File: src/source/dma_settings.svh
`ifndef DMA_SETTINGS_SVH
`define DMA_SETTINGS_SVH

// Data word width in bits
`define DMA_DATA_W 32

// Byte address width
`define DMA_ADDR_W 32

// Burst length field, bursts of up to 2**DMA_LEN_W beats
`define DMA_LEN_W 4

// Command queue holds 2**DMA_CMD_AW entries
`define DMA_CMD_AW 2

// Data buffer holds 2**DMA_BUF_AW words
`define DMA_BUF_AW 6

`endif

File: src/source/dma_pkg.sv
`include "dma_settings.svh"

package dma_pkg;

    typedef logic [`DMA_DATA_W-1:0] dma_data_t;
    typedef logic [`DMA_ADDR_W-1:0] dma_addr_t;

    // Words per command
    typedef logic [15:0] dma_words_t;

    // AXI len field, beats minus one
    typedef logic [`DMA_LEN_W-1:0] dma_blen_t;

    // Beats per burst, one bit wider to hold the full count
    typedef logic [`DMA_LEN_W:0] dma_bcnt_t;

    typedef logic [1:0] dma_resp_t;

    typedef enum logic [1:0] {
        st_idle,
        st_wait_credit,
        st_issue,
        st_next
    } dma_split_state_t;

endpackage

File: src/source/dma_ifs.sv
`timescale 1ns/10ps
`include "dma_settings.svh"

// Command handoff from queue to splitter
interface dma_cmd_if;
    import dma_pkg::*;

    logic       valid;
    logic       ready;
    dma_addr_t  addr;
    dma_words_t words;

    modport source (output valid, output addr, output words, input ready);
    modport sink (input valid, input addr, input words, output ready);
endinterface

// Buffer space reservation between splitter and collector
interface dma_credit_if;
    import dma_pkg::*;

    logic      reserve;
    dma_bcnt_t count;
    logic      last_of_cmd;
    logic      okay;

    modport requester (
        output reserve, output count, output last_of_cmd,
        input okay
    );
    modport provider (
        input reserve, input count, input last_of_cmd,
        output okay
    );
endinterface

File: src/source/dma_cmd_queue.sv
`timescale 1ns/10ps
`include "dma_settings.svh"

module dma_cmd_queue (
    input  logic                clk,
    input  logic                rst,
    input  logic                push,
    input  dma_pkg::dma_addr_t  addr,
    input  dma_pkg::dma_words_t words,
    output logic                full,
    output logic                almost_empty,
    output logic                empty,
    dma_cmd_if.source           cmd
);
    import dma_pkg::*;

    localparam int depth = 2 ** `DMA_CMD_AW;

    dma_addr_t              addr_mem [depth];
    dma_words_t             words_mem [depth];
    logic [`DMA_CMD_AW-1:0] wr_ptr;
    logic [`DMA_CMD_AW-1:0] rd_ptr;
    logic [`DMA_CMD_AW:0]   count;
    logic                   do_push;
    logic                   do_pop;

    // Empty commands never enter the queue
    assign do_push = push && !full && (words != '0);
    assign do_pop = cmd.valid && cmd.ready;

    assign full = (count == (`DMA_CMD_AW+1)'(depth));
    assign empty = (count == '0);
    assign almost_empty = (count <= (`DMA_CMD_AW+1)'(1));

    assign cmd.valid = !empty;
    assign cmd.addr = addr_mem[rd_ptr];
    assign cmd.words = words_mem[rd_ptr];

    always_ff @(posedge clk) begin
        if (do_push) begin
            addr_mem[wr_ptr] <= addr;
            words_mem[wr_ptr] <= words;
        end
    end

    always_ff @(posedge clk) begin
        if (rst) begin
            wr_ptr <= '0;
            rd_ptr <= '0;
            count <= '0;
        end else begin
            if (do_push) begin
                wr_ptr <= wr_ptr + (`DMA_CMD_AW)'(1);
            end
            if (do_pop) begin
                rd_ptr <= rd_ptr + (`DMA_CMD_AW)'(1);
            end
            case ({do_push, do_pop})
                2'b10: count <= count + (`DMA_CMD_AW+1)'(1);
                2'b01: count <= count - (`DMA_CMD_AW+1)'(1);
                default: count <= count;
            endcase
        end
    end

endmodule

File: src/source/dma_burst_splitter.sv
`timescale 1ns/10ps
`include "dma_settings.svh"

module dma_burst_splitter (
    input  logic               clk,
    input  logic               rst,
    input  logic               halt,
    dma_cmd_if.sink            cmd,
    dma_credit_if.requester    credit,
    output logic               ar_valid,
    input  logic               ar_ready,
    output dma_pkg::dma_addr_t ar_addr,
    output dma_pkg::dma_blen_t ar_len,
    output logic               idle
);
    import dma_pkg::*;

    localparam int lsb = $clog2(`DMA_DATA_W / 8);
    localparam dma_bcnt_t max_beats = dma_bcnt_t'(2 ** `DMA_LEN_W);

    dma_split_state_t state;
    dma_addr_t        cur_addr;
    dma_words_t       remaining;
    dma_bcnt_t        beats;
    logic             cmd_take;

    // Largest burst that still fits in the command
    assign beats = (remaining > dma_words_t'(max_beats)) ? max_beats
                                                         : dma_bcnt_t'(remaining);

    assign idle = (state == st_idle);
    assign cmd.ready = idle;
    assign cmd_take = cmd.valid && cmd.ready;

    assign credit.count = beats;
    assign credit.last_of_cmd = (dma_words_t'(beats) == remaining);
    // Halt only blocks a burst that has not yet reserved space
    assign credit.reserve = (state == st_wait_credit) && credit.okay && !halt;

    always_ff @(posedge clk) begin
        if (rst) begin
            state <= st_idle;
            ar_valid <= 1'b0;
        end else begin
            case (state)
                st_idle: begin
                    if (cmd_take) begin
                        state <= st_wait_credit;
                    end
                end
                st_wait_credit: begin
                    if (credit.reserve) begin
                        ar_valid <= 1'b1;
                        state <= st_issue;
                    end
                end
                st_issue: begin
                    if (ar_ready) begin
                        ar_valid <= 1'b0;
                        state <= st_next;
                    end
                end
                st_next: begin
                    state <= (remaining == '0) ? st_idle : st_wait_credit;
                end
                default: state <= st_idle;
            endcase
        end
    end

    always_ff @(posedge clk) begin
        case (state)
            st_idle: begin
                if (cmd_take) begin
                    cur_addr <= cmd.addr;
                    remaining <= cmd.words;
                end
            end
            st_wait_credit: begin
                if (credit.reserve) begin
                    ar_addr <= cur_addr;
                    ar_len <= dma_blen_t'(beats - dma_bcnt_t'(1));
                end
            end
            st_issue: begin
                // Step past the burst once the slave has it
                if (ar_ready) begin
                    cur_addr <= cur_addr + (dma_addr_t'(beats) << lsb);
                    remaining <= remaining - dma_words_t'(beats);
                end
            end
            default: begin
            end
        endcase
    end

endmodule

File: src/source/dma_read_collector.sv
`timescale 1ns/10ps
`include "dma_settings.svh"

module dma_read_collector (
    input  logic               clk,
    input  logic               rst,
    dma_credit_if.provider     credit,
    input  logic               pop_done,
    input  logic               r_valid,
    input  logic               r_last,
    input  dma_pkg::dma_data_t r_data,
    input  dma_pkg::dma_resp_t r_resp,
    output logic               r_ready,
    output logic               wr_push,
    output dma_pkg::dma_data_t wr_data,
    output dma_pkg::dma_resp_t error,
    output logic               cmd_done,
    output logic               outstanding
);
    import dma_pkg::*;

    localparam int tag_depth = 2 ** `DMA_BUF_AW;

    logic [`DMA_BUF_AW:0]   free_cnt;
    logic [`DMA_BUF_AW:0]   res_cnt;
    logic [`DMA_BUF_AW:0]   ret_cnt;
    logic                   pop_r;
    logic                   beat;
    logic                   drop;
    logic                   burst_end;
    logic                   tag_mem [tag_depth];
    logic [`DMA_BUF_AW-1:0] tag_wr;
    logic [`DMA_BUF_AW-1:0] tag_rd;
    logic [`DMA_BUF_AW:0]   tag_cnt;

    assign res_cnt = {{(`DMA_BUF_AW-`DMA_LEN_W){1'b0}}, credit.count};
    assign credit.okay = (free_cnt >= res_cnt);

    assign beat = r_valid && r_ready;
    assign burst_end = beat && r_last;
    assign wr_push = beat && (r_resp == 2'b00) && (error == 2'b00);
    assign wr_data = r_data;
    // Dropped beats give their reserved word back at once
    assign drop = beat && !wr_push;
    assign ret_cnt = {{`DMA_BUF_AW{1'b0}}, pop_r} + {{`DMA_BUF_AW{1'b0}}, drop};

    assign outstanding = (tag_cnt != '0);

    always_ff @(posedge clk) begin
        if (credit.reserve) begin
            tag_mem[tag_wr] <= credit.last_of_cmd;
        end
    end

    always_ff @(posedge clk) begin
        if (rst) begin
            free_cnt <= {1'b1, {`DMA_BUF_AW{1'b0}}};
            pop_r <= 1'b0;
            r_ready <= 1'b0;
            error <= 2'b00;
            cmd_done <= 1'b0;
            tag_wr <= '0;
            tag_rd <= '0;
            tag_cnt <= '0;
        end else begin
            r_ready <= 1'b1;
            pop_r <= pop_done;
            free_cnt <= (credit.reserve ? free_cnt - res_cnt : free_cnt) + ret_cnt;
            // First error sticks
            if (beat && (r_resp != 2'b00) && (error == 2'b00)) begin
                error <= r_resp;
            end
            cmd_done <= burst_end && tag_mem[tag_rd];
            if (credit.reserve) begin
                tag_wr <= tag_wr + (`DMA_BUF_AW)'(1);
            end
            if (burst_end) begin
                tag_rd <= tag_rd + (`DMA_BUF_AW)'(1);
            end
            tag_cnt <= tag_cnt + {{`DMA_BUF_AW{1'b0}}, credit.reserve}
                               - {{`DMA_BUF_AW{1'b0}}, burst_end};
        end
    end

endmodule

File: src/source/dma_data_buffer.sv
`timescale 1ns/10ps
`include "dma_settings.svh"

module dma_data_buffer (
    input  logic               clk,
    input  logic               rst,
    input  logic               wr_push,
    input  dma_pkg::dma_data_t wr_data,
    input  logic               pop,
    output dma_pkg::dma_data_t rd_data,
    output logic               rd_valid
);
    import dma_pkg::*;

    localparam int depth = 2 ** `DMA_BUF_AW;

    dma_data_t              mem [depth];
    logic [`DMA_BUF_AW-1:0] wr_ptr;
    logic [`DMA_BUF_AW-1:0] rd_ptr;
    logic [`DMA_BUF_AW:0]   count;
    logic                   do_pop;

    assign rd_valid = (count != '0);
    assign rd_data = mem[rd_ptr];
    assign do_pop = pop && rd_valid;

    always_ff @(posedge clk) begin
        if (wr_push) begin
            mem[wr_ptr] <= wr_data;
        end
    end

    // No full check, upstream credit bounds the fill level
    always_ff @(posedge clk) begin
        if (rst) begin
            wr_ptr <= '0;
            rd_ptr <= '0;
            count <= '0;
        end else begin
            if (wr_push) begin
                wr_ptr <= wr_ptr + (`DMA_BUF_AW)'(1);
            end
            if (do_pop) begin
                rd_ptr <= rd_ptr + (`DMA_BUF_AW)'(1);
            end
            case ({wr_push, do_pop})
                2'b10: count <= count + (`DMA_BUF_AW+1)'(1);
                2'b01: count <= count - (`DMA_BUF_AW+1)'(1);
                default: count <= count;
            endcase
        end
    end

endmodule

File: src/source/dma_read_top.sv
`timescale 1ns/10ps

module dma_read_top (
    input  logic                clk,
    input  logic                rst,
    input  logic                cmd_push,
    input  dma_pkg::dma_addr_t  cmd_addr,
    input  dma_pkg::dma_words_t cmd_words,
    output logic                cmd_almost_empty,
    output logic                cmd_full,
    input  logic                halt,
    output logic                busy,
    output logic                cmd_done,
    output dma_pkg::dma_resp_t  error,
    output logic                ar_valid,
    input  logic                ar_ready,
    output dma_pkg::dma_addr_t  ar_addr,
    output dma_pkg::dma_blen_t  ar_len,
    input  logic                r_valid,
    output logic                r_ready,
    input  logic                r_last,
    input  dma_pkg::dma_data_t  r_data,
    input  dma_pkg::dma_resp_t  r_resp,
    input  logic                out_pop,
    output dma_pkg::dma_data_t  out_data,
    output logic                out_valid
);
    import dma_pkg::*;

    logic      cmd_empty;
    logic      split_idle;
    logic      outstanding;
    logic      pop_done;
    logic      wr_push;
    dma_data_t wr_data;

    dma_cmd_if    cmd_bus ();
    dma_credit_if credit_bus ();

    // Work is pending anywhere along the pipeline
    assign busy = !cmd_empty || !split_idle || outstanding;
    assign pop_done = out_pop && out_valid;

    dma_cmd_queue u_queue (
        .clk          (clk),
        .rst          (rst),
        .push         (cmd_push),
        .addr         (cmd_addr),
        .words        (cmd_words),
        .full         (cmd_full),
        .almost_empty (cmd_almost_empty),
        .empty        (cmd_empty),
        .cmd          (cmd_bus.source)
    );

    dma_burst_splitter u_splitter (
        .clk      (clk),
        .rst      (rst),
        .halt     (halt),
        .cmd      (cmd_bus.sink),
        .credit   (credit_bus.requester),
        .ar_valid (ar_valid),
        .ar_ready (ar_ready),
        .ar_addr  (ar_addr),
        .ar_len   (ar_len),
        .idle     (split_idle)
    );

    dma_read_collector u_collector (
        .clk         (clk),
        .rst         (rst),
        .credit      (credit_bus.provider),
        .pop_done    (pop_done),
        .r_valid     (r_valid),
        .r_last      (r_last),
        .r_data      (r_data),
        .r_resp      (r_resp),
        .r_ready     (r_ready),
        .wr_push     (wr_push),
        .wr_data     (wr_data),
        .error       (error),
        .cmd_done    (cmd_done),
        .outstanding (outstanding)
    );

    dma_data_buffer u_buffer (
        .clk      (clk),
        .rst      (rst),
        .wr_push  (wr_push),
        .wr_data  (wr_data),
        .pop      (out_pop),
        .rd_data  (out_data),
        .rd_valid (out_valid)
    );

endmodule

File: config.mk
export PLATFORM = sky130hd
export DESIGN_NAME = dma_read_top
export DESIGN_NICKNAME = d
export VERILOG_FILES = /design/src/source/dma_pkg.sv /design/src/source/dma_ifs.sv /design/src/source/dma_cmd_queue.sv /design/src/source/dma_burst_splitter.sv /design/src/source/dma_read_collector.sv /design/src/source/dma_data_buffer.sv /design/src/source/dma_read_top.sv
export VERILOG_INCLUDE_DIRS = /design/src /design/src/source
export SDC_FILE = /design/constraint.sdc
export NUM_CORES = 2
export LEC_CHECK = 0
export CAP_MARGIN = 20
export CORE_UTILIZATION = 24
export DETAILED_ROUTE_END_ITERATION = 7
export DONT_BUFFER_PORTS = 1
export GPL_TIMING_DRIVEN = 0
export HOLD_SLACK_MARGIN = 0.12
export PLACE_DENSITY = 0.47
export SLEW_MARGIN = 20
export SYNTH_ARGS = -nofsm -noshare
export SYNTH_HDL_FRONTEND = slang
export SYNTH_SLANG_ARGS = --single-unit
File: constraint.sdc
create_clock -name clk -period 16.78 [get_ports clk]
set_clock_uncertainty 0.1 [all_clocks]
set_input_delay 3.356 -clock clk [delete_from_list [all_inputs] [get_ports clk]]
set_output_delay 3.356 -clock clk [all_outputs]
set_load 0.02 [all_outputs]
* After elaboration in Yosys (flattened, before gate mapping)
Memory sizes are Yosys's and may differ from the RTL's. A register that Yosys moved wholly into a read port is not among the register bits.
Cells that the tools add are included.
W data, S select, Z words.
** Word-level totals
- Output and inout port bits :: 77
- Register bits :: 144
- RAM bits :: 2304
- Memories :: 4
- Word-level logic and storage cells :: 128
- Input bits :: 90
** Memories
- u_buffer.mem :: words 64, width 32, read ports 1, clocked after Yosys merged registers in 1, wr ports 1, RTL line dma_data_buffer.sv:17 : dma_data_t mem [depth];
- u_queue.addr_mem :: words 4, width 32, read ports 1, clocked after Yosys merged registers in 1, wr ports 1, RTL line dma_cmd_queue.sv:19 : dma_addr_t addr_mem [depth];
- u_collector.tag_mem :: words 64, width 1, read ports 1, clocked after Yosys merged registers in 1, wr ports 1, RTL line dma_read_collector.sv:31 : logic tag_mem [tag_depth];
- u_queue.words_mem :: words 4, width 16, read ports 1, clocked after Yosys merged registers in 1, wr ports 1, RTL line dma_cmd_queue.sv:20 : dma_words_t words_mem [depth];
** Operators by class
- $add $sub $neg :: 18
- Eq/ne operators :: 12
- Magnitude comparators :: 3
- Mux-type cells :: 33
- Reduce and logical (&&, ||, !) cells :: 38
** Operator list (number)
- $mux W32 :: 2
- $pmux W32 S2 :: 1
- $add A32 B7 Y32 :: 1
- $mux W16 :: 2
- $pmux W16 S2 :: 1
- $add A6 B1 Y6 const B :: 4
- $mux W6 :: 4
- $eq A5 B16 Y1 :: 1
- $gt A16 B5 Y1 const B :: 1
- $logic_not A16 Y1 :: 1
- $reduce_bool A16 Y1 :: 1
- $sub A16 B5 Y16 :: 1
- $logic_and A1 B1 Y1 :: 14
- $mux W2 :: 7
- $pmux W7 S2 :: 1
- $reduce_bool A7 Y1 :: 2
- $mux W1 :: 10
- $reduce_bool A2 Y1 :: 5
- $reduce_and A3 Y1 :: 3
- $eq A2 B2 Y1 const B :: 4
- $pmux W2 S4 :: 1
- $add A7 B1 Y7 :: 1
- $add A7 B1 Y7 const B :: 1
- $add A7 B7 Y7 :: 1
- 23 further kinds :: 34

* Logic depth before layout (Yosys ltp)
- Depth in word-level cells :: 7
- Depth in mapped cells :: 21
- Mapped depth without buffers :: 20

* Hierarchy
From an unflattened synthesis, not the netlist that was laid out.
** Second synthesis, totals
- Cell total of the unflattened synthesis :: 4763
- Area total of the unflattened synthesis :: 96578.9 um^2
** Modules (own cells, without submodules)
- dma_data_buffer :: instances 1, area each 79596.3 um^2, seq. area each 61999.5 um^2, cells an instance 3622
- dma_cmd_queue :: instances 1, area each 7469.7 um^2, seq. area each 5945.7 um^2, cells an instance 313
- dma_read_collector :: instances 1, area each 5088.6 um^2, seq. area each 2662.6 um^2, cells an instance 448
- dma_burst_splitter :: instances 1, area each 4410.5 um^2, seq. area each 2582.5 um^2, cells an instance 378
- dma_read_top :: instances 1, area each 13.8 um^2, seq. area each 0.0 um^2, cells an instance 2

* Worst setup path after synthesis
No wires, ideal clock.
- Path kind :: input to register
- Start point :: input r_valid
- End point :: memory u_buffer.mem[46][0] (netlist name), enable pin
- Slack :: 10.152 ns
- Stages on the path :: 7
- Data required time :: 16.259 ns
- Library setup time :: 0.421 ns
- Data arrival time :: 6.107 ns
- Path buffers :: 0
- Path through :: nand2_1 nor2_1 nor4b_2 inv_1 nor2_1 nand3_1 nor2_1
** Between the ends
- Cells in the longest elaborated chain, start to end :: 5
** Ends and longest elaborated chain
- start: declaration :: RTL line dma_read_top.sv:19 : input logic r_valid,
- $logic_and A1 B1 Y1 :: RTL line dma_read_collector.sv:39 : assign beat = r_valid && r_ready;
- $logic_and A1 B1 Y1 (2 in series) :: RTL line dma_read_collector.sv:41 : assign wr_push = beat && (r_resp == 2'b00) && (error == 2'b00);
- $mux W1 :: RTL line dma_data_buffer.sv:28 : if (wr_push) begin
- $mux W1 (not written as such) :: RTL line dma_data_buffer.sv:29 : mem[wr_ptr] <= wr_data;
- end: declaration :: RTL line dma_data_buffer.sv:17
No other way between the ends.

==> impl_metrics.yaml <==
floorplanning:
  core_area_um2: 395400
  die_w_um: 632.0
  die_area_um2: 399500
  start_util_pct: 24.10
  num_rows: 231
  die_height_um: 632.0
  io_pins: 167
logic_synthesis:
  yosys_warnings: 0
  synth_cell_type_count: 61
  yosys.area.top_type_share_pct: 75.27
  syn_inst: 4187
  synth.avg_cell_area_um2: 22.75
  yosysTopAreaCell: "edfxtp_1"
  syn-cell-area_um2: 95270
  ys_seq_elements: 2462
  synth-main-ff-cell: "edfxtp_1"
  yosysSeqAreaShare_pct: 76.82
  synthTopCellsByArea: "edfxtp_1 (75%), mux4_2 (17%), dfxtp_1 (1.6%)"
  synth_fp_nets: 4329
  synth_edf_count: 2388
  async_flop_share_pct: 0
flow_run:
  drv_cap: 0
route:
  routedWlPerCell_um: 26.95
  vias: 44947
  drt_first_pass_iters: 5
  drc_errors: 0
  drt_iter0_drc: 4455
  routed_wl_um: 270300
  final_antenna_net_count: 0
  vias_per_cell: 4.481
pwr:
  p_total_w: 0.01508
  leakagePower_nw: 33.42
  power.density_nw_per_um2: 132.7
  vdd_drop_max_mv: 0.1005
finish:
  drive_gt1_share_pct: 29.66
  final_cell_mix: "edfxtp_1 (2388), mux4_2 (734), clkbuf_16 (250)"
  nNetsFinal: 4719
  multi_input_area_um2: 21490
  final_common_cell: "edfxtp_1"
  fill_cells: 38616
  area_delta_synth_final_pct: 19.30
  seqCellArea_um2: 73190
cts:
  clk-insertion-delay-late_ns: 0.87
  h-tree-depth: 4
  cts_root_buf: "clkbuf_16"
  cts_tree: "yes"
  cts_sinks: 2462
  postCtsSetupBuffers: 0
  clk_pin_slew_ns: 0.07
  clock_path_buffers: 4
  ctsHoldBuffers: 0
  numCtsBuffers: 246
  cts-resized-gates: 0
sta:
  finalWorstSetupSlack_ns: 8.082
  fmax_mhz: 115.0
  setup_viol: 0
  grt_setup_unrepaired: "no"
  finalSetupTns_ns: 0
  worst_slew_pin_slew_ns: 1.205
  period_minus_slack_ns: 8.698
  final.period_utilization_pct: 51.83
  slew_viol_final: 0
  relSlewSlack_pct: 19.67
  hold_viol: 0
setup_path:
  critPathBufInv: 4
  r2r_slack_ns: 11.02
  critical_path.top_delay_family: "buffers and inverters"
  worstPathCellList: "clkbuf_1 > buf_2 > buf_2 > buf_1 > mux4_2 > mux4_2 > mux2i_1 > a21oi_2"
  cp_data_arrival_time_ns: 5.24
  reg2regPathDepth: 21
  worstSetupStartpointType: "flip-flop"
  crit_fanout: 10
  crit_path_end_kind: "output pin"
  r2r_end: "u_collector.tag_cnt[6]"
  max_stage_delay_ns: 0.72
  crit_type: "reg2out"
  cp.required_ns: 13.32
  critPathSlowestCell: "clkbuf_1"
  r2r_start: "u_splitter.remaining[5]"
global_routing:
  grt_pass1_wl_um: 375400
  grt_pass1_vias: 46775
  grt_max_degree: 65
  grt_antenna_before_repair: 21
  grtUsageTotal_pct: 13.33
  grt_remaining_overflow: 0
worst_hold_path:
  min_to: "u_splitter.ar_addr[4]"
  hp-start: "u_splitter.cur_addr[4]"
  min_path_type: "reg2reg"
  hold-path-cell-count: 0
placement:
  portBuffers: 0
  gp_congestion: 0.7546
  dp_hpwl_um: 182400
  post-place-ws_ns: 8.855
status:
  status: "finished clean"
-- synthesized netlist by cell type, drive strengths merged (2+ instances only) --
cell type,instances
edfxtp,2388
mux4,734
nor2,207
buf,109
clkbuf,100
nand2,99
dfxtp,74
o21ai,56
ha,47
inv,44
xor2,40
a21oi,35
xnor2,32
nand3,31
a211oi,16
nor2b,15
mux2i,14
nand4,13
and2,12
and3,12
nor3,12
a21o,11
nor4,9
nand3b,8
o21a,8
or3,6
fa,5
a31oi,4
nand2b,4
o21bai,4
or2,4
or3b,4
nand4b,3
o311ai,3
a2111oi,2
mux2,2
nor3b,2
o221ai,2
o31ai,2
-- final cells by class --
cell class | instances | share of cell area [%]
Antenna cell | 11 | 0.02422
Buffer | 209 | 0.8642
Clock buffer | 294 | 5.685
Clock inverter | 154 | 1.364
Inverter | 45 | 0.1486
Multi-Input combinational cell | 1471 | 18.91
Sequential cell | 2462 | 64.40
Tap cell | 5242 | 5.771
Timing Repair Buffer | 142 | 2.840
-- registers in the layout (all words and copies together) (netlist names), 2 cells and up, named ones only --
register	flops
u_buffer.count	7
u_buffer.mem	2048
u_buffer.rd_ptr	6
u_buffer.wr_ptr	6
u_collector.error	2
u_collector.free_cnt	7
u_collector.tag_cnt	7
u_collector.tag_mem	64
u_collector.tag_rd	6
u_collector.tag_wr	6
u_queue.addr_mem	128
u_queue.count	3
u_queue.rd_ptr	2
u_queue.words_mem	64
u_queue.wr_ptr	2
u_splitter.ar_addr	32
u_splitter.ar_len	4
u_splitter.cur_addr	32
u_splitter.remaining	16
u_splitter.state	2
-- worst max-delay path by stage --
| stage | cells past startpoint | slack [ns] | start | end |
|---|---|---|---|---|
| 2_1_floorplan | 7 | 10.15 | r_valid | u_buffer.mem[46][0] |
| 3_3_place_gp | 7 | 6.01 | r_valid | u_buffer.mem[6][29] |
| 3_5_place_dp | 8 | 8.86 | flip-flop | out_data[31] |
| 4_1_cts | 8 | 7.91 | flip-flop | out_data[31] |
| 5_1_grt | 8 | 7.95 | flip-flop | out_data[31] |
| 6_report | 8 | 8.08 | flip-flop | out_data[31] |
-- per-layer routing --
layer / part of all wire, % / wire length (um) / global-route usage (%) / vias up
li1: - / - / - / 18461
met1: 42 / 113800 / 17.83 / 24775
met2: 48 / 129000 / 21.85 / 1386
met3: 8.0 / 21540 / 3.233 / 321
met4: 2.2 / 6027 / 2.985 / 4
met5: 0.010 / 27 / 0 / -
-- cells by family (layout without fill, tap and decap cells) --
logic type / Yosys count / after routing / share of synthesized area [%]
AOI/OAI and AO/OA: 150 / 150 / 0.9679
xor gates and xnor gates: 72 / 72 / 0.6619
adders and majority gates: 52 / 52 / 0.7223
buffers and inverters: 254 / 844 / 1.170
DFF: 2462 / 2462 / 76.82
muxes: 750 / 750 / 17.52
other: 1 / 12 / 0.003936
and+or+nand+nor: 446 / 446 / 2.128
-- metrics by stage --
step,cells,util [%],cell area (um2),hold slack (ns)
after CTS,10018,28.73,113600,0.3584
after global routing,10021,28.74,113600,0.3844
after detailed placement,9570,26.71,105600,0.3265
after floorplan,4187,-,95270,0.3003
final,10030,28.75,113700,0.3561
after global placement,9429,25.75,101800,0.3371
-- where the power goes --
part           switching, W  internal (W)  total (W)
clock               0.00238       0.00319    0.00557
combinational       0.00134       0.00108    0.00241
sequential         0.000136       0.00697    0.00710
total               0.00385        0.0112     0.0151
-- worst reg2reg max path, cell delays in order (launching register included) --
cell,delay [ns]
edfxtp_1,0.45
nor3_1,0.48
nand2_1,0.32
a211oi_4,0.45
nand2_1,0.31
ha_1,0.38
nor2b_1,0.17
o221ai_1,0.15
and3b_1,0.18
clkbuf_1,0.17
a21oi_2,0.33
inv_2,0.18
ha_1,0.31
inv_1,0.04
ha_1,0.20
fa_1,0.43
a21oi_1,0.16
o21bai_1,0.11
a21oi_1,0.16
nor2_1,0.07
or3_1,0.34
a21oi_1,0.15
Note: power is estimated with default switching activity, not from simulation.
